$ cat src/source/motorPkg.sv
package motorPkg;

    // width of the step period command, same as the m3freq pin
    localparam int freqWidth = 10;

    // shortest step allowed, in clk cycles
    // shorter requests are raised to this value
    localparam logic [freqWidth-1:0] freqMin = 10'd1000;

    // commutation step index, legal values 0 to 5
    typedef logic [2:0] stepT;

    // first and last step of the six-step cycle
    localparam stepT stepFirst = 3'd0;
    localparam stepT stepLast  = 3'd5;

    // sampled motor command
    typedef struct packed {
        // motor enabled
        logic                 run;
        // reverse rotation when set
        logic                 reverse;
        // step length in cycles, already clamped
        logic [freqWidth-1:0] period;
    } commandT;

    // gate requests, all active high
    // a set low-side field means that switch is on
    // pin polarity is applied only at the output stage
    typedef struct packed {
        logic aH;
        logic aL;
        logic bH;
        logic bL;
        logic cH;
        logic cL;
    } gateT;

    // every switch off
    localparam gateT gateOff = '0;

endpackage

$ cat src/source/commandSync.sv
module commandSync (
    input  logic                                 clk,
    input  logic                                 nRst,
    // run level
    input  logic                                 m3start,
    // direction level, high for reverse
    input  logic                                 m3invOrStop,
    // requested step period in cycles
    input  logic [motorPkg::freqWidth-1:0]       m3freq,
    // registered and clamped command
    output motorPkg::commandT                    cmd
);

    // clamped period, ready for the register
    logic [motorPkg::freqWidth-1:0] periodClamped;

    // never let a step get shorter than freqMin
    always_comb begin
        if (m3freq > motorPkg::freqMin) begin
            periodClamped = m3freq;
        end else begin
            // equal or below the minimum
            periodClamped = motorPkg::freqMin;
        end
    end

    // single input register stage
    // all three commands sampled on the same edge
    always_ff @(posedge clk or negedge nRst) begin
        if (!nRst) begin
            // stopped, forward, shortest period
            cmd.run     <= 1'b0;
            cmd.reverse <= 1'b0;
            cmd.period  <= motorPkg::freqMin;
        end else begin
            cmd.run     <= m3start;
            cmd.reverse <= m3invOrStop;
            cmd.period  <= periodClamped;
        end
    end

endmodule

$ cat src/source/commutator.sv
module commutator (
    input  logic              clk,
    input  logic              nRst,
    // sampled command from the input stage
    input  motorPkg::commandT cmd,
    // gate pattern for the current step
    output motorPkg::gateT    gateReq
);

    // set one cycle after cmd.run rises, cleared one cycle after it falls
    logic                           active;
    // current commutation step
    motorPkg::stepT                 step;
    // following step, direction applied
    motorPkg::stepT                 stepNext;
    // cycles spent in the current step
    logic [motorPkg::freqWidth-1:0] cnt;
    // period in force for the current step
    logic [motorPkg::freqWidth-1:0] periodQ;
    // last cycle of the current step
    logic                           wrap;

    assign wrap = (cnt == periodQ - 1'b1);

    // six-step neighbour, wraps both ways
    always_comb begin
        if (cmd.reverse) begin
            if (step == motorPkg::stepFirst) begin
                stepNext = motorPkg::stepLast;
            end else begin
                stepNext = step - 1'b1;
            end
        end else begin
            if (step == motorPkg::stepLast) begin
                stepNext = motorPkg::stepFirst;
            end else begin
                stepNext = step + 1'b1;
            end
        end
    end

    // period counter and step sequencer
    always_ff @(posedge clk or negedge nRst) begin
        if (!nRst) begin
            active  <= 1'b0;
            step    <= motorPkg::stepFirst;
            cnt     <= '0;
            periodQ <= motorPkg::freqMin;
        end else if (!cmd.run) begin
            // stopped, park on step 0
            active  <= 1'b0;
            step    <= motorPkg::stepFirst;
            cnt     <= '0;
            periodQ <= cmd.period;
        end else if (!active) begin
            // first running cycle, step 0 entered here
            active  <= 1'b1;
            cnt     <= '0;
            periodQ <= cmd.period;
        end else if (wrap) begin
            // step done, move on and pick up the new period
            cnt     <= '0;
            step    <= stepNext;
            periodQ <= cmd.period;
        end else begin
            cnt     <= cnt + 1'b1;
        end
    end

    // step to gate pattern
    // one high side and one low side, never on the same phase
    always_comb begin
        gateReq = motorPkg::gateOff;
        if (active) begin
            case (step)
                3'd0: begin
                    gateReq.aH = 1'b1;
                    gateReq.bL = 1'b1;
                end
                3'd1: begin
                    gateReq.aH = 1'b1;
                    gateReq.cL = 1'b1;
                end
                3'd2: begin
                    gateReq.bH = 1'b1;
                    gateReq.cL = 1'b1;
                end
                3'd3: begin
                    gateReq.bH = 1'b1;
                    gateReq.aL = 1'b1;
                end
                3'd4: begin
                    gateReq.cH = 1'b1;
                    gateReq.aL = 1'b1;
                end
                3'd5: begin
                    gateReq.cH = 1'b1;
                    gateReq.bL = 1'b1;
                end
                // 6 and 7 are unreachable, keep everything off
                default: gateReq = motorPkg::gateOff;
            endcase
        end
    end

endmodule

$ cat src/source/pwmGenerator.sv
module pwmGenerator #(
    // frame length in cycles
    parameter int pwmPeriod = 16,
    // on cycles per frame
    parameter int pwmDuty   = 12
) (
    input  logic clk,
    input  logic nRst,
    // frame restarts from zero while low
    input  logic run,
    // chopping level, registered
    output logic pwm
);

    localparam int cntWidth = $clog2(pwmPeriod);

    // position inside the current frame
    logic [cntWidth-1:0] cnt;
    // frame end reached this cycle
    logic                frameEnd;

    assign frameEnd = (cnt == pwmPeriod - 1);

    // free-running frame counter
    // aligned to the first running cycle
    always_ff @(posedge clk or negedge nRst) begin
        if (!nRst) begin
            cnt <= '0;
            pwm <= 1'b0;
        end else if (!run) begin
            // held at frame start, chopping off
            cnt <= '0;
            pwm <= 1'b0;
        end else begin
            // on for the first pwmDuty counts of each frame
            pwm <= (cnt < pwmDuty);
            if (frameEnd) begin
                cnt <= '0;
            end else begin
                cnt <= cnt + 1'b1;
            end
        end
    end

endmodule

$ cat src/source/gateDriver.sv
module gateDriver (
    input  logic           clk,
    input  logic           nRst,
    // gate requests, active high
    input  motorPkg::gateT gateReq,
    // chopping level
    input  logic           pwm,
    // high sides, active high on the pins
    output logic           aH,
    // low sides, active low on the pins
    output logic           aL,
    output logic           bH,
    output logic           bL,
    output logic           cH,
    output logic           cL
);

    // chopped requests, still active high
    motorPkg::gateT chopped;

    // pwm chops both sides of the bridge
    assign chopped = gateReq & {6{pwm}};

    // output register
    // low side flips to pin polarity only here
    always_ff @(posedge clk or negedge nRst) begin
        if (!nRst) begin
            // every switch off
            aH <= 1'b0;
            bH <= 1'b0;
            cH <= 1'b0;
            aL <= 1'b1;
            bL <= 1'b1;
            cL <= 1'b1;
        end else begin
            aH <= chopped.aH;
            bH <= chopped.bH;
            cH <= chopped.cH;
            // a 0 on these pins turns the switch on
            aL <= ~chopped.aL;
            bL <= ~chopped.bL;
            cL <= ~chopped.cL;
        end
    end

endmodule

$ cat src/source/motorTop.sv
module motorTop #(
    // pwm frame length and on time, in cycles
    parameter int pwmPeriod = 16,
    parameter int pwmDuty   = 12
) (
    input  logic                           clk,
    input  logic                           nRst,
    // commands, plain levels
    input  logic                           m3start,
    input  logic                           m3invOrStop,
    input  logic [motorPkg::freqWidth-1:0] m3freq,
    // bridge gates, highs active high, lows active low
    output logic                           aH,
    output logic                           aL,
    output logic                           bH,
    output logic                           bL,
    output logic                           cH,
    output logic                           cL
);

    // registered, clamped command
    motorPkg::commandT cmd;
    // step pattern before chopping
    motorPkg::gateT    gateReq;
    // chopping level
    logic              pwm;

    // input register and period clamp
    commandSync commandSync_i (
        .clk         (clk),
        .nRst        (nRst),
        .m3start     (m3start),
        .m3invOrStop (m3invOrStop),
        .m3freq      (m3freq),
        .cmd         (cmd)
    );

    // six-step sequencer
    commutator commutator_i (
        .clk     (clk),
        .nRst    (nRst),
        .cmd     (cmd),
        .gateReq (gateReq)
    );

    // chopping source, restarts with each run
    pwmGenerator #(
        .pwmPeriod (pwmPeriod),
        .pwmDuty   (pwmDuty)
    ) pwmGenerator_i (
        .clk  (clk),
        .nRst (nRst),
        .run  (cmd.run),
        .pwm  (pwm)
    );

    // chop, set pin polarity, register outputs
    gateDriver gateDriver_i (
        .clk     (clk),
        .nRst    (nRst),
        .gateReq (gateReq),
        .pwm     (pwm),
        .aH      (aH),
        .aL      (aL),
        .bH      (bH),
        .bL      (bL),
        .cH      (cH),
        .cL      (cL)
    );

endmodule

$ cat config.mk
export PLATFORM = sky130hd
export DESIGN_NAME = motorTop
export DESIGN_NICKNAME = d
export VERILOG_FILES = /design/src/source/motorPkg.sv /design/src/source/commandSync.sv /design/src/source/commutator.sv /design/src/source/pwmGenerator.sv /design/src/source/gateDriver.sv /design/src/source/motorTop.sv
export SDC_FILE = /design/constraint.sdc
export NUM_CORES = 1
export LEC_CHECK = 0
export BUFFER_PORTS_ARGS = -buffer_cell sky130_fd_sc_hd__buf_2
export CORE_ASPECT_RATIO = 1.25
export CORE_MARGIN = 2
export CORE_UTILIZATION = 45
export DETAILED_ROUTE_END_ITERATION = 6
export PLACE_DENSITY = 0.72
export SETUP_SLACK_MARGIN = 0.15
export SYNTH_ARGS = -nofsm -noshare
export SYNTH_HDL_FRONTEND = slang
export SYNTH_HIERARCHICAL = 1
export SYNTH_SLANG_ARGS = --single-unit
$ cat constraint.sdc
create_clock -name clk -period 3.15 [get_ports clk]
set_clock_uncertainty 0.05 [all_clocks]
set_input_delay 0.63 -clock clk [delete_from_list [all_inputs] [get_ports clk]]
set_output_delay 0.63 -clock clk [all_outputs]
set_load 0.02 [all_outputs]
* Yosys cells after proc, flatten, opt, wreduce, memory -nomap -nowiden
Cells that the tools add are included.
W data, S select, Z words.
** Storage, ports and cells
- Bits in registers :: 47
- Latch bits :: 0
- RAM bits :: 0
- Memory bits (read-only) :: 0
- Input bits :: 14
- Output and inout bits :: 6
- Logic and storage cells :: 68
- Memories :: 0
** Operators by class
- $add $sub $neg :: 5
- $mul :: 0
- Div/mod/pow operators :: 0
- Magnitude comparators :: 2
- Equality and inequality tests :: 10
- Shift operators :: 0
- Multiplexer cells :: 24
- Bitwise operators :: 4
- Reduce and logical (&&, ||, !) cells :: 8
** Operator list (count)
- $mux W10 :: 7
- $mux W3 :: 6
- $reduce_or A2 Y1 :: 6
- $add A10 B1 Y10 const B :: 1
- $eq A10 B10 Y1 :: 1
- $gt A10 B10 Y1 const B :: 1
- $sub A10 B1 Y10 const B :: 1
- $mux W1 :: 8
- $mux W4 :: 2
- $and A6 B6 Y6 :: 1
- $eq A3 B2 Y1 const B :: 2
- $eq A3 B3 Y1 const B :: 2
- $mux W6 :: 1
- $add A4 B1 Y4 const B :: 1
- $eq A4 B4 Y1 const B :: 1
- $lt A4 B4 Y1 const B :: 1
- $ne A2 B1 Y1 const B :: 2
- $add A3 B1 Y3 const B :: 1
- $eq A3 B1 Y1 const B :: 1
- $logic_not A3 Y1 :: 1
- $ne A3 B3 Y1 const B :: 1
- $not A1 Y1 :: 3
- $sub A3 B1 Y3 const B :: 1
- $reduce_and A2 Y1 :: 1

* Longest topological paths before layout
- Depth after elaboration :: 6
- Gate-level depth with buffers :: 9
- Mapped depth without buffers :: 8

* By module
Netlist, hierarchy kept.
** Modules (own cells, without submodules)
- commutator :: instances 1, cells each 157, area an instance 1596.5 µm², seq. area each 608.1 µm²
- commandSync :: instances 1, cells each 24, area an instance 369.1 µm², seq. area each 307.8 µm²
- pwmGenerator :: instances 1, cells each 17, area an instance 201.4 µm², seq. area each 125.1 µm²
- gateDriver :: instances 1, cells each 12, area an instance 183.9 µm², seq. area each 153.9 µm²

* Worst setup path after synthesis
OpenSTA, ideal clock, no wires.
- Path kind :: reg-to-reg
- Start point :: register commutator_i/periodQ[0] (netlist name)
- End point :: register commutator_i/periodQ[0] (netlist name)
- Setup time :: 0.125 ns
- Arrival time :: 2.393 ns
- Required time :: 2.975 ns
- Path slack :: 0.582 ns
- Stages on the path, launching flop included :: 10
- Path buffers :: 1
- Clock period less this slack :: 2.568 ns
- Cells stage by stage :: dfrtp_1 inv_1 ha_1 or4b_1 nor2b_1 o2111ai_1 a311oi_4 a21oi_2 buf_6 mux2_4
** Between the ends
- Cells in the longest elaborated chain, start to end :: 3
** RTL lines
- start: declaration :: line commutator.sv:19 : logic [motorPkg::freqWidth-1:0] periodQ;
- start signal: assignment :: line commutator.sv:48 : periodQ <= motorPkg::freqMin;
- start signal: assignment :: line commutator.sv:54 : periodQ <= cmd.period;
- start signal: assignment :: line commutator.sv:59 : periodQ <= cmd.period;
- $sub A10 B1 Y10 :: line commutator.sv:23 : assign wrap = (cnt == periodQ - 1'b1);
- $eq A10 B10 Y1 :: line commutator.sv:23
- $ne A3 B3 Y1 (no line)
Every way passes these cells.
A chain may end at the register's enable or synchronous reset.

* Worst setup path after layout
- Start point :: register commutator_i/periodQ[0] (netlist name)
- End point :: register commutator_i/periodQ[2] (netlist name)
Same word-level chain as after synthesis.

==> impl_metrics.py <==
metrics = {
    "status": {
        "status": "finished clean",
    },
    "sta": {
        "worst_slew_pin_slew_ps": 997,
        "post-route-min-period_ps": 2780,
        "worst_slack_ps": 371,
        "finalSetupTns_ps": 0,
        "rsz0062_at_grt": "false",
        "post-route-period-util_pct": 88.2,
        "final_hold_viol_count": 0,
        "max_freq_mhz": 360,
        "relSlewSlack_pct": 33.5,
        "slew_viol_final": 0,
        "setup_viol": 0,
    },
    "clock_tree": {
        "post_cts_buffers": 0,
        "insertion_delay_ps": 300,
        "clkTransAtPathRegs_ps": 80,
        "htree_levels": 2,
        "clock-sinks": 47,
        "cts_buffer_depth": 2,
        "hold_buffers": 0,
        "cts_tree": "done",
        "clockRootBuffer": "clkbuf_8",
        "cts_buffers": 5,
    },
    "flow_run": {
        "drv_cap": 0,
    },
    "worst_setup_path": {
        "required_ps": 3280,
        "path_class": "reg -> reg",
        "cp-start-kind": "flop",
        "reg2reg_to": "commutator_i/periodQ[2]",
        "end_kind": "flop",
        "arrival_ps": 2910,
        "ff2ff_path_depth": 9,
        "r2r-start": "commutator_i/periodQ[0]",
        "critPathMaxFanout": 20,
        "r2r_slack_ps": 370,
    },
    "global_route": {
        "first_global_vias": 1523,
        "grt_max_degree": 48,
        "grt_overflow": 0,
        "antenna_found_initial": 0,
        "grt_pass1_wl_um": 6710,
        "track_usage_pct": 15.2,
    },
    "synth": {
        "postSynthCellCount": 210,
        "yosys.cell_types.count": 46,
        "ys_async_sr_fraction_pct": 100,
        "yosys_most_used_dff": "dfrtp_1",
        "avgSynthCellArea_um2": 11.2,
        "ys_seq_elements": 47,
        "synth_edf_count": 0,
        "synth_area_um2": 2350,
        "yosysSeqAreaShare_pct": 50.8,
        "yosys_warnings": 6,
    },
    "placement": {
        "post-dp-hpwl_um": 2660,
        "port_buffers": 19,
        "post-place-ws_ps": 351,
        "dp.cells": 288,
        "globalplace.congestion": 0.826,
    },
    "detailed_routing": {
        "via_per_inst": 5.24,
        "totalWireLength_um": 3710,
        "drt-wirelength-per-cell_um": 12.5,
        "drt-pass1-iter-count": 4,
        "drtAntennaViolNets": 0,
        "drt_iter0_drc": 90,
        "drc": 0,
        "dr_total_vias": 1550,
    },
    "finish": {
        "drive_gt1_share_pct": 24.8,
        "layout_common_cells": "dfrtp_1, buf_2, nor2_1",
        "num_antenna_cells": 0,
        "layout_commonest_cell": "dfrtp_1",
        "areaGrowthSynthToFinish_pct": 10.4,
        "nNetsFinal": 251,
        "finalNonFillerCells": 296,
    },
    "worst_hold_path": {
        "hold_path_depth": 1,
        "min_path_type": "in -> reg",
        "hp-start": "m3invOrStop",
        "worstHoldEndpoint": "commandSync_i/cmd[10]",
    },
    "power": {
        "p_leak_nw": 1.18,
        "powerDensity_nw_per_um2": 422,
        "finalPower_mw": 1.09,
        "ir_drop_v": 0.000278,
    },
    "floorplan": {
        "dieArea_um2": 5820,
        "pin_count": 20,
        "start_util_pct": 46.6,
        "coreArea_um2": 5040,
        "chipHeight_um": 84.8,
        "num_rows": 29,
        "die_w_um": 68.7,
    },
}
## area by class of cell
type	count	area, µm²
fill	434	2450
tap	62	77.6
timing repair buffer	21	114
inverter	7	26.3
clock buffer	7	86.3
clock inverter	1	8.76
multi-input combinational	151	1090
sequential	47	1190
## sequential cells by signal (all words and copies together) (netlist names)
signal                cells
commandSync_i/cmd        12
commutator_i/active       1
commutator_i/cnt         10
commutator_i/periodQ     10
commutator_i/step         3
gateDriver_i/aH           1
gateDriver_i/aL           1
gateDriver_i/bH           1
gateDriver_i/bL           1
gateDriver_i/cH           1
gateDriver_i/cL           1
pwmGenerator_i/cnt        4
pwmGenerator_i/pwm        1
## where the power goes
group | internal, mW | leakage, nW | switching (mW)
clock network | 0.180 | 0.0484 | 0.187
registers | 0.629 | 0.591 | 0.0186
logic | 0.0362 | 0.542 | 0.0443
## cells by family after synthesis
logic type | count (synthesis) | synth area share [%]
adder cells (fa/ha/maj) | 4 | 2.13
buffers and inverters | 16 | 3.57
flip-flops | 47 | 50.8
other | 1 | 0.160
multiplexers | 11 | 6.81
AND/OR/NAND/NOR | 83 | 19.6
AO/OA/AOI/OAI | 27 | 9.05
XOR/XNOR | 21 | 7.82
## layer usage
layer | vias up | GRT usage [%] | wire, µm
met4 | 0 | 7.09 | 94
met2 | 22 | 24.1 | 1830
li1 | 773 | - | -
met1 | 747 | 19.3 | 1690
met5 | - | 0 | 0
met3 | 8 | 3.58 | 98
## metrics by stage
stage                     util (%)  cell area, µm²  hold slack [ps]
after global placement        49.5            2500              410
after global routing          51.5            2590              372
final                         51.5            2590              383
after floorplan                  -            2370              284
after CTS                     51.4            2590              370
after detailed placement      49.5            2500              420
## timing repair
| action | CTS | global route |
|---|---|---|
| endpoints found under the setup margin | 0 | 3 |
| gates resized for setup | 0 | 1 |
| hold endpoints to repair | 0 | 0 |
## Yosys cell counts (all sizes together), types with 3 or more instances
library cell / number / area, µm²
dfrtp: 32 / 801
nor2: 18 / 67.6
dfstp: 15 / 394
and2: 13 / 81.3
xnor2: 13 / 114
nand2: 12 / 45.0
mux2: 10 / 150
a21oi: 8 / 43.8
nand3: 8 / 40.0
xor2: 8 / 70.1
inv: 7 / 26.3
and3: 5 / 31.3
clkbuf: 5 / 18.8
nor2b: 5 / 31.3
buf: 4 / 38.8
ha: 4 / 50.1
nand2b: 4 / 25.0
nand4: 4 / 25.0
nor3: 4 / 25.0
a311oi: 3 / 43.8
a31oi: 3 / 18.8
or4: 3 / 26.3
## worst max path at each step
stage | from | end | slack, ps | cells past startpoint
after floorplan | commutator_i/periodQ[0] | commutator_i/periodQ[0] | 580 | 9
after global placement | commutator_i/periodQ[0] | commutator_i/periodQ[0] | 400 | 9
after detailed placement | commutator_i/periodQ[0] | commutator_i/periodQ[2] | 350 | 9
after CTS | commutator_i/periodQ[0] | commutator_i/periodQ[2] | 340 | 9
after global routing | commutator_i/periodQ[0] | commutator_i/periodQ[1] | 170 | 9
final | commutator_i/periodQ[0] | commutator_i/periodQ[2] | 370 | 9
## critical path, cell delays in order (launching register included)
cell and delay, ps:
dfrtp_1 450, inv_1 90, ha_1 230, or4b_1 500, nor2b_1 160, o2111ai_1 270, a311oi_4 180, a21oi_2 190
buf_6 220, mux2_4 320
No activity file was read; power rests on OpenSTA's default activity.
